File: src/rtl/pi_link_pkg.sv
package pi_link_pkg;

    // Top nibble of every command word
    typedef enum logic [3:0] {
        CLS_KP       = 4'd1,
        CLS_TI       = 4'd2,
        CLS_SETPOINT = 4'd3,
        CLS_LIMITS   = 4'd4,
        CLS_ENABLE   = 4'd5,
        CLS_RESET    = 4'd6,
        CLS_WIPE     = 4'd7
    } cmd_class_e;

    // One received word, read either as a coefficient or as a limit pair
    typedef union packed {
        struct packed {
            cmd_class_e  cls;
            logic        rsvd;
            logic [26:0] value;      // Bit 0 doubles as the enable argument
        } coef;
        struct packed {
            cmd_class_e  cls;
            logic [13:0] hi;
            logic [13:0] lo;
        } limit;
    } cmd_word_u;

    // Receive status word, reused as the transmit status
    typedef struct packed {
        logic [47:0] mac;
        logic [31:0] ip;
        logic [15:0] len;
    } rx_status_t;

    typedef struct packed {
        cmd_word_u   word;
        logic        len_ok;
        logic [47:0] mac;
        logic [31:0] ip;
    } rx_cmd_t;

    typedef struct packed {
        cmd_class_e  cls;
        cmd_word_u   word;
        logic        frame_err;
        logic        unknown;
        logic [47:0] mac;
        logic [31:0] ip;
    } routed_cmd_t;

    typedef enum logic [7:0] {
        RPL_ACK = 8'h06,
        RPL_NAK = 8'h15,
        RPL_ERR = 8'h18
    } reply_code_e;

    typedef struct packed {
        logic [7:0]  cls;
        reply_code_e code;
        logic [15:0] mask;           // Bits 0..3 are kp, ti, setpoint, limits
        logic [47:0] mac;
        logic [31:0] ip;
    } reply_t;

    typedef struct packed {
        logic [26:0] kp;
        logic [26:0] ti;
        logic [26:0] setpoint;
        logic [13:0] limit_hi;
        logic [13:0] limit_lo;
    } pi_settings_t;

    // kp lands on bit 0, same order as the written mask
    typedef struct packed {
        logic limits;
        logic setpoint;
        logic ti;
        logic kp;
    } pi_update_t;

    localparam int REPLY_BYTES = 4;

endpackage

File: src/rtl/cmd_classifier.sv
module cmd_classifier (
    input  logic                     clk,
    input  logic                     rst_n,
    input  pi_link_pkg::rx_cmd_t     rx_cmd,
    input  logic                     rx_cmd_valid,
    output pi_link_pkg::routed_cmd_t routed,
    output logic                     routed_valid
);
    import pi_link_pkg::*;

    cmd_class_e cls;
    logic       known;

    // Class nibble sits in the same place in both views
    assign cls = rx_cmd.word.coef.cls;

    always_comb begin
        case (cls)
            CLS_KP,
            CLS_TI,
            CLS_SETPOINT,
            CLS_LIMITS,
            CLS_ENABLE,
            CLS_RESET,
            CLS_WIPE: known = 1'b1;
            default:  known = 1'b0;  // Zero and 8..15
        endcase
    end

    always_ff @(posedge clk) begin
        if (!rst_n) begin
            routed_valid <= 1'b0;
        end else begin
            routed_valid <= rx_cmd_valid;
        end
    end

    always_ff @(posedge clk) begin
        if (rx_cmd_valid) begin
            routed.cls       <= cls;
            routed.word      <= rx_cmd.word;
            routed.frame_err <= !rx_cmd.len_ok;  // Anything but four payload bytes
            routed.unknown   <= !known;
            routed.mac       <= rx_cmd.mac;
            routed.ip        <= rx_cmd.ip;
        end
    end

    // The framer always spends at least one idle cycle between records
    a_valid_spaced: assert property (@(posedge clk) disable iff (!rst_n)
        routed_valid |=> !routed_valid);

endmodule

File: src/rtl/pi_link_top.sv
module pi_link_top #(
    parameter int REPLY_DEPTH = 4
) (
    input  logic                      clk,
    input  logic                      rst_n,
    input  pi_link_pkg::rx_status_t   rx_status,
    input  logic                      rx_status_empty,
    output logic                      rx_status_read,
    input  logic [7:0]                rx_data,
    output logic                      rx_data_read,
    input  logic                      rx_data_empty,
    output logic [7:0]                tx_data,
    output logic                      tx_data_write,
    input  logic                      tx_data_full,
    output pi_link_pkg::rx_status_t   tx_status,
    output logic                      tx_status_write,
    input  logic                      tx_status_full,
    input  logic                      dac_stopped,
    output pi_link_pkg::pi_settings_t pi_settings,
    output pi_link_pkg::pi_update_t   pi_update,
    output logic                      pi_enable,
    output logic                      pi_reset
);
    import pi_link_pkg::*;

    rx_cmd_t     rx_cmd;
    logic        rx_cmd_valid;
    routed_cmd_t routed;
    logic        routed_valid;
    reply_t      reply;
    logic        reply_valid;
    logic        reply_busy;   // Back-pressure from the reply queue to the framer

    udp_rx_framer i_udp_rx_framer (
        .clk             (clk),
        .rst_n           (rst_n),
        .rx_status       (rx_status),
        .rx_status_empty (rx_status_empty),
        .rx_status_read  (rx_status_read),
        .rx_data         (rx_data),
        .rx_data_empty   (rx_data_empty),
        .rx_data_read    (rx_data_read),
        .reply_busy      (reply_busy),
        .rx_cmd          (rx_cmd),
        .rx_cmd_valid    (rx_cmd_valid)
    );

    cmd_classifier i_cmd_classifier (
        .clk          (clk),
        .rst_n        (rst_n),
        .rx_cmd       (rx_cmd),
        .rx_cmd_valid (rx_cmd_valid),
        .routed       (routed),
        .routed_valid (routed_valid)
    );

    pi_param_bank i_pi_param_bank (
        .clk          (clk),
        .rst_n        (rst_n),
        .routed       (routed),
        .routed_valid (routed_valid),
        .dac_stopped  (dac_stopped),
        .pi_settings  (pi_settings),
        .pi_update    (pi_update),
        .pi_enable    (pi_enable),
        .pi_reset     (pi_reset),
        .reply        (reply),
        .reply_valid  (reply_valid)
    );

    udp_ack_encoder #(
        .REPLY_DEPTH (REPLY_DEPTH)
    ) i_udp_ack_encoder (
        .clk             (clk),
        .rst_n           (rst_n),
        .reply           (reply),
        .reply_valid     (reply_valid),
        .reply_busy      (reply_busy),
        .tx_data         (tx_data),
        .tx_data_write   (tx_data_write),
        .tx_data_full    (tx_data_full),
        .tx_status       (tx_status),
        .tx_status_write (tx_status_write),
        .tx_status_full  (tx_status_full)
    );

endmodule

File: src/rtl/pi_param_bank.sv
module pi_param_bank (
    input  logic                      clk,
    input  logic                      rst_n,
    input  pi_link_pkg::routed_cmd_t  routed,
    input  logic                      routed_valid,
    input  logic                      dac_stopped,
    output pi_link_pkg::pi_settings_t pi_settings,
    output pi_link_pkg::pi_update_t   pi_update,
    output logic                      pi_enable,
    output logic                      pi_reset,
    output pi_link_pkg::reply_t       reply,
    output logic                      reply_valid
);
    import pi_link_pkg::*;

    reply_code_e  code;
    logic         is_write;
    logic         limits_bad;
    logic [3:0]   mask_q;
    logic [3:0]   mask_d;
    pi_settings_t settings_d;
    pi_update_t   update_d;
    logic         enable_d;
    logic         reset_d;

    assign is_write = routed.cls inside {CLS_KP, CLS_TI, CLS_SETPOINT, CLS_LIMITS};
    assign limits_bad = (routed.cls == CLS_LIMITS) &&
                        ($signed(routed.word.limit.hi) < $signed(routed.word.limit.lo));

    // Acceptance rules, first match wins
    always_comb begin
        if (routed.frame_err) begin
            code = RPL_ERR;
        end else if (routed.unknown) begin
            code = RPL_NAK;
        end else if (is_write && !dac_stopped) begin
            code = RPL_NAK;                          // Loop running, settings frozen
        end else if (limits_bad) begin
            code = RPL_ERR;
        end else begin
            code = RPL_ACK;
        end
    end

    always_comb begin
        settings_d = pi_settings;
        update_d   = '0;
        enable_d   = pi_enable;
        reset_d    = 1'b0;
        mask_d     = mask_q;
        if (routed_valid && (code == RPL_ACK)) begin
            case (routed.cls)
                CLS_KP: begin
                    settings_d.kp = routed.word.coef.value;
                    update_d.kp   = 1'b1;
                    mask_d[0]     = 1'b1;
                end
                CLS_TI: begin
                    settings_d.ti = routed.word.coef.value;
                    update_d.ti   = 1'b1;
                    mask_d[1]     = 1'b1;
                end
                CLS_SETPOINT: begin
                    settings_d.setpoint = routed.word.coef.value;
                    update_d.setpoint   = 1'b1;
                    mask_d[2]           = 1'b1;
                end
                CLS_LIMITS: begin
                    settings_d.limit_hi = routed.word.limit.hi;
                    settings_d.limit_lo = routed.word.limit.lo;
                    update_d.limits     = 1'b1;
                    mask_d[3]           = 1'b1;
                end
                CLS_ENABLE: enable_d = routed.word.coef.value[0];
                CLS_RESET: begin
                    reset_d = 1'b1;
                    mask_d  = '0;
                end
                CLS_WIPE: begin
                    settings_d = '0;
                    enable_d   = 1'b0;
                    update_d   = '1;                 // Controller reloads every field
                    mask_d     = '0;
                end
                default: ;
            endcase
        end
    end

    always_ff @(posedge clk) begin
        if (!rst_n) begin
            pi_settings <= '0;
            pi_update   <= '0;
            pi_enable   <= 1'b0;
            pi_reset    <= 1'b0;
            mask_q      <= '0;
            reply_valid <= 1'b0;
        end else begin
            pi_settings <= settings_d;
            pi_update   <= update_d;
            pi_enable   <= enable_d;
            pi_reset    <= reset_d;
            mask_q      <= mask_d;
            reply_valid <= routed_valid;
        end
    end

    // Reply shows the mask as it stands after this command
    always_ff @(posedge clk) begin
        if (routed_valid) begin
            reply.cls  <= {4'h0, routed.cls};
            reply.code <= code;
            reply.mask <= {12'h000, mask_d};
            reply.mac  <= routed.mac;
            reply.ip   <= routed.ip;
        end
    end

endmodule

File: src/rtl/udp_ack_encoder.sv
module udp_ack_encoder #(
    parameter int REPLY_DEPTH = 4
) (
    input  logic                    clk,
    input  logic                    rst_n,
    input  pi_link_pkg::reply_t     reply,
    input  logic                    reply_valid,
    output logic                    reply_busy,
    output logic [7:0]              tx_data,
    output logic                    tx_data_write,
    input  logic                    tx_data_full,
    output pi_link_pkg::rx_status_t tx_status,
    output logic                    tx_status_write,
    input  logic                    tx_status_full
);
    import pi_link_pkg::*;

    localparam int PTR_W = (REPLY_DEPTH > 1) ? $clog2(REPLY_DEPTH) : 1;
    localparam int CNT_W = $clog2(REPLY_DEPTH + 1);

    reply_t           queue [REPLY_DEPTH];
    logic [PTR_W-1:0] wr_ptr;
    logic [PTR_W-1:0] rd_ptr;
    logic [CNT_W-1:0] count;
    logic [2:0]       stage;   // Payload byte index, REPLY_BYTES selects the status word
    reply_t           head;
    logic             active;
    logic             pop;

    function automatic logic [PTR_W-1:0] next_ptr(input logic [PTR_W-1:0] ptr);
        if (ptr == PTR_W'(REPLY_DEPTH - 1)) begin
            return '0;
        end
        return ptr + 1'b1;
    endfunction

    assign head   = queue[rd_ptr];
    assign active = (count != '0);

    // Two entries in flight upstream can still land after busy rises
    assign reply_busy = (count >= CNT_W'(2));

    assign tx_data_write   = active && (stage < 3'(REPLY_BYTES)) && !tx_data_full;
    assign tx_status_write = active && (stage == 3'(REPLY_BYTES)) && !tx_status_full;
    assign pop             = tx_status_write;

    always_comb begin
        case (stage)
            3'd0:    tx_data = head.cls;
            3'd1:    tx_data = head.code;
            3'd2:    tx_data = head.mask[15:8];
            default: tx_data = head.mask[7:0];
        endcase
    end

    // Reply goes back to whoever sent the request
    assign tx_status = '{mac: head.mac, ip: head.ip, len: 16'(REPLY_BYTES)};

    always_ff @(posedge clk) begin
        if (!rst_n) begin
            wr_ptr <= '0;
            rd_ptr <= '0;
            count  <= '0;
            stage  <= '0;
        end else begin
            if (reply_valid) begin
                wr_ptr <= next_ptr(wr_ptr);
            end
            if (pop) begin
                rd_ptr <= next_ptr(rd_ptr);
            end
            count <= count + CNT_W'(reply_valid) - CNT_W'(pop);
            if (pop) begin
                stage <= '0;
            end else if (tx_data_write) begin
                stage <= stage + 3'd1;
            end
        end
    end

    always_ff @(posedge clk) begin
        if (reply_valid) begin
            queue[wr_ptr] <= reply;
        end
    end

    // Relies on the framer honouring reply_busy
    a_no_push_full: assert property (@(posedge clk) disable iff (!rst_n)
        reply_valid |-> (count < CNT_W'(REPLY_DEPTH)));

    // A reply half sent always has its entry still queued
    a_stage_idle: assert property (@(posedge clk) disable iff (!rst_n)
        (stage != '0) |-> active);

endmodule

File: src/rtl/udp_rx_framer.sv
module udp_rx_framer (
    input  logic                    clk,
    input  logic                    rst_n,
    input  pi_link_pkg::rx_status_t rx_status,
    input  logic                    rx_status_empty,
    output logic                    rx_status_read,
    input  logic [7:0]              rx_data,
    input  logic                    rx_data_empty,
    output logic                    rx_data_read,
    input  logic                    reply_busy,
    output pi_link_pkg::rx_cmd_t    rx_cmd,
    output logic                    rx_cmd_valid
);
    import pi_link_pkg::*;

    typedef enum logic [1:0] {
        ST_IDLE,
        ST_READ,
        ST_EMIT
    } state_e;

    state_e      state;
    rx_status_t  status_q;
    logic [15:0] byte_cnt;
    logic [31:0] word_q;
    logic        last_byte;

    // Both FIFOs are show-ahead, so the head is consumed in the same cycle
    assign rx_status_read = (state == ST_IDLE) && !rx_status_empty;
    assign rx_data_read   = (state == ST_READ) && !rx_data_empty;
    assign last_byte      = (byte_cnt == status_q.len - 16'd1);

    // Record held until the reply queue has room
    assign rx_cmd_valid = (state == ST_EMIT) && !reply_busy;

    always_ff @(posedge clk) begin
        if (!rst_n) begin
            state    <= ST_IDLE;
            byte_cnt <= '0;
        end else begin
            case (state)
                ST_IDLE: begin
                    if (rx_status_read) begin
                        byte_cnt <= '0;
                        // Empty payload skips straight to emission
                        state    <= (rx_status.len == 16'd0) ? ST_EMIT : ST_READ;
                    end
                end
                ST_READ: begin
                    if (rx_data_read) begin
                        byte_cnt <= byte_cnt + 16'd1;
                        if (last_byte) begin
                            state <= ST_EMIT;
                        end
                    end
                end
                ST_EMIT: begin
                    if (rx_cmd_valid) begin
                        state <= ST_IDLE;
                    end
                end
                default: state <= ST_IDLE;
            endcase
        end
    end

    always_ff @(posedge clk) begin
        if (rx_status_read) begin
            status_q <= rx_status;
            word_q   <= '0;                          // Short frames read as zero-padded
        end else if (rx_data_read && (byte_cnt < 16'd4)) begin
            word_q <= {word_q[23:0], rx_data};       // MSB first
        end
    end

    // Bytes past the fourth are pulled but dropped, keeping the FIFO aligned
    assign rx_cmd.word   = word_q;
    assign rx_cmd.len_ok = (status_q.len == 16'd4);
    assign rx_cmd.mac    = status_q.mac;
    assign rx_cmd.ip     = status_q.ip;

    // Byte counter stays inside the frame being read
    a_byte_cnt_range: assert property (@(posedge clk) disable iff (!rst_n)
        (state == ST_READ) |-> (byte_cnt < status_q.len));

endmodule

File: config.mk
export PLATFORM = sky130hd
export DESIGN_NAME = pi_link_top
export DESIGN_NICKNAME = d
export VERILOG_FILES = /design/src/rtl/pi_link_pkg.sv /design/src/rtl/cmd_classifier.sv /design/src/rtl/pi_link_top.sv /design/src/rtl/pi_param_bank.sv /design/src/rtl/udp_ack_encoder.sv /design/src/rtl/udp_rx_framer.sv
export SDC_FILE = /design/constraint.sdc
export NUM_CORES = 1
export LEC_CHECK = 0
export ABC_AREA = 0
export BUFFER_PORTS_ARGS = -buffer_cell sky130_fd_sc_hd__buf_2
export CORE_MARGIN = 2
export CORE_UTILIZATION = 52
export DETAILED_ROUTE_END_ITERATION = 7
export PLACE_DENSITY = 0.74
export SYNTH_ARGS = -nofsm -noshare
export SYNTH_HDL_FRONTEND = slang
export SYNTH_SLANG_ARGS = --single-unit
File: constraint.sdc
create_clock -name clk -period 8.9 [get_ports clk]
set_input_delay 0 -clock clk [delete_from_list [all_inputs] [get_ports clk]]
set_output_delay 0 -clock clk [all_outputs]
set_load 0.01 [all_outputs]
==> flow_summary_export.csv <==
group,metric,value,unit
final_layout,layout_common_cells,"edfxtp_1 (675), buf_2 (314), dfxtp_1 (180)",
synth,postSynthAreaPerCell,19.0,um2
critical_path,worstPathRequired,8.90,ns
pwr,switching_share,20.3,%
global_routing,grt.overflow.total,0,
critical_path,worstSetupPathType,"register to output pin",
pwr,leakagePower,12.6,nW
die,io_pins,334,
synth,synth_cells,1587,
final_layout,layout_commonest_cell,"edfxtp_1",
clocking,cts_sinks,858,
synth,synth_top_family_by_area,"multiplexers",
placed_design,io_buffer_count,314,
clocking,clock_latency,0.64,ns
pwr,ir_drop,0.174,mV
final_layout,stdcell_count,2887,
synth,synthesis.area,30200,um2
synth,synth_simple_gate_area_share,3.86,%
clocking,clk_pin_slew,0.06,ns
synth,synthFlopType,"edfxtp_1",
detailed_routing,viasPerCell,5.67,
final_layout,final_layout_size_suffix_gt1_share,27.3,%
clocking,cts_tree,"yes",
critical_path,cp-end-kind,"output pin",
pwr,switchingPower,1.62,mW
detailed_routing,post_drt_wl_per_cell,22.9,um
clocking,root_buffer,"clkbuf_16",
critical_path,ff2ff_path_depth,9,
placed_design,gp_congestion,0.881,
detailed_routing,routed_wl,66.2,mm
synth,synth_fa_ha_area_share,1.18,%
detailed_routing,drc_errors,0,
timing,setup_viol_count_final,0,
final_layout,fillers,3943,
global_routing,grt_max_degree,111,
synth,synth_xor_xnor_area_share,1.10,%
placed_design,placed_area,32600,um2
die,core,57600,um2
timing,skew,0.0176,ns
synth,synth_seq_area_share,79.2,%
die,start_util,52.5,%
pwr,p_int,6.35,mW
global_routing,antenna_found_initial,5,
timing,whs,0.0702,ns
timing,fin_crit_sh,43.8,%
die,row_count,88,
synth,synth_edf_count,675,
synth,ys_types,59,
final_layout,utilization,63.3,%
global_routing,grt_pass1_wl,101,mm
critical_path,cp_data_arrival_time,3.89,ns
timing,maxSlewViolCount,0,
clocking,cts.path.max_buffers,3,
critical_path,crit_path_start_kind,"register",
final_layout,final_cell_area,36400,um2
die,die_x,245,um
die,dieArea,60000,um2
timing,rsz0062_at_grt,"false",
timing,worstMarginPinSlew,1.43,ns
timing,fmax,257,MHz
clocking,cts_inserted_buffers,85,
detailed_routing,postRouteAntennaNets,0,
timing,slew_headroom,4.70,%
pwr,power_frac_comb,2.0,%
global_routing,grt_pass1_vias,16800,
timing,period_minus_slack,3.89,ns
flow_run,max_cap_violations,0,
worst_hold_path,min_path_type,"primary input to register",
pwr,clockPowerShare,43.5,%
final_layout,nets,2185,
pwr,sequentialPowerShare,54.5,%
placed_design,place_inst,2612,
clocking,ctsResizeCount,0,
synth,synth_async_sr_flop_share,0,%
pwr,power_density,219,nW/um2
global_routing,grt.total_usage,22.3,%
detailed_routing,dr.pass1.iters,5,
detailed_routing,vias,16400,
final_layout,syn2layout_area_growth,20.6,%
die,die_y,245,um
worst_hold_path,hold_depth,2,
placed_design,hpwlAfterDp,38.3,mm
synth,ys_ff_latch,858,
detailed_routing,drt_iter0_drc,1286,
timing,finalSetupTns,0,ns
synth,synth-compound-area-share,5.47,%
clocking,htree_levels,3,
critical_path,crit_fanout,52,
timing,hold_viol,0,
status,status,"finished, final reports clean",
synth,synth.area.mux_share,7.20,%
synth,yosysWarnings,0,
[cell families after synthesis]
kind of cell             count (synthesis)
AO/OA/AOI/OAI                          197
buffers and inverters                  125
flip-flops                             858
AND/OR/NAND/NOR                        238
adder cells (fa/ha/maj)                 28
XOR/XNOR                                38
multiplexers                           101
other                                    2
[sequential cells by signal, summed over array words and instances, names as in the netlist, 4 cells and up, named ones only]
| name | count |
|---|---|
| i_udp_rx_framer.rx_cmd | 80 |
| i_cmd_classifier.routed | 114 |
| i_udp_rx_framer.status_q | 16 |
| i_udp_rx_framer.word_q | 32 |
| i_pi_param_bank.reply | 93 |
| i_udp_ack_encoder.queue | 372 |
| i_pi_param_bank.mask_q | 4 |
| i_pi_param_bank.pi_update | 4 |
| i_udp_rx_framer.byte_cnt | 16 |
| i_pi_param_bank.pi_settings | 109 |
[metrics by stage]
stage          worst slack (ns)  power, mW
6_report                   5.01       7.97
3_3_place_gp               5.45       4.54
4_1_cts                    4.82       8.03
3_5_place_dp               5.38       4.55
5_1_grt                    4.67       8.21
2_1_floorplan              3.33       4.50
[critical path, cell delays in order (launching register included)]
cell and delay [ns]:
dfxtp_4 0.96, buf_4 0.95, mux4_2 0.60, nor2b_1 0.14, a221o_1 0.37, buf_2 0.18
[layout make-up]
cell class                      count  area, um2  area share [%]
Tap cell                          765        957            2.63
Timing Repair Buffer              447       2850            7.82
Clock buffer                      107       2280            6.26
Multi-Input combinational cell    621       5810            15.9
Antenna cell                        5       12.5          0.0343
Sequential cell                   858      23900            65.7
Clock inverter                     51        464            1.27
Inverter                           33        124           0.340
[synth_stat cells, drive strengths merged, types with 12 or more instances]
cell / number / area [um2]
xnor2: 21 / 184
mux4: 93 / 2090
ha: 27 / 338
clkbuf: 51 / 191
a21oi: 45 / 225
nand2: 83 / 312
inv: 33 / 124
buf: 41 / 262
nor2: 51 / 194
nor4: 17 / 106
and2: 12 / 75.1
xor2: 17 / 149
a32o: 109 / 1090
dfxtp: 183 / 3660
nor3: 20 / 100
edfxtp: 675 / 20300
[power groups by stage]
| stage | clock network, mW | logic, mW | registers [mW] |
|---|---|---|---|
| floorplan | 0 | 0.0711 | 4.42 |
| global placement | 0 | 0.114 | 4.43 |
| detailed placement | 0 | 0.117 | 4.43 |
| CTS | 3.53 | 0.157 | 4.34 |
| global route | 3.69 | 0.171 | 4.35 |
| finish | 3.47 | 0.158 | 4.35 |
[final timing paths]
kind | endpoint | slack [ns] | from
setup / recovery | tx_data[3] | 5.01 | register
hold / removal | i_udp_rx_framer.rx_cmd[7] | 0.07 | rx_status[23]
setup reg to reg | i_pi_param_bank.reply[83] | 5.30 | i_cmd_classifier.routed[95]
hold reg to reg | i_pi_param_bank.reply[58] | 0.42 | i_cmd_classifier.routed[58]
[metal layers]
metal / up-vias / track usage [%] / share of wire (%)
met5: - / 0 / 0.020
li1: 7224 / - / -
met2: 624 / 37.4 / 50
met4: 2 / 7.32 / 2.6
met1: 8401 / 29.8 / 40
met3: 117 / 3.72 / 6.8
[timing repair]
item,4_1_cts,5_1_grt
endpoints found under the hold margin,129,0
buffers inserted,0,0
hold buffers,112,0
(Power assumes the default switching activity.)
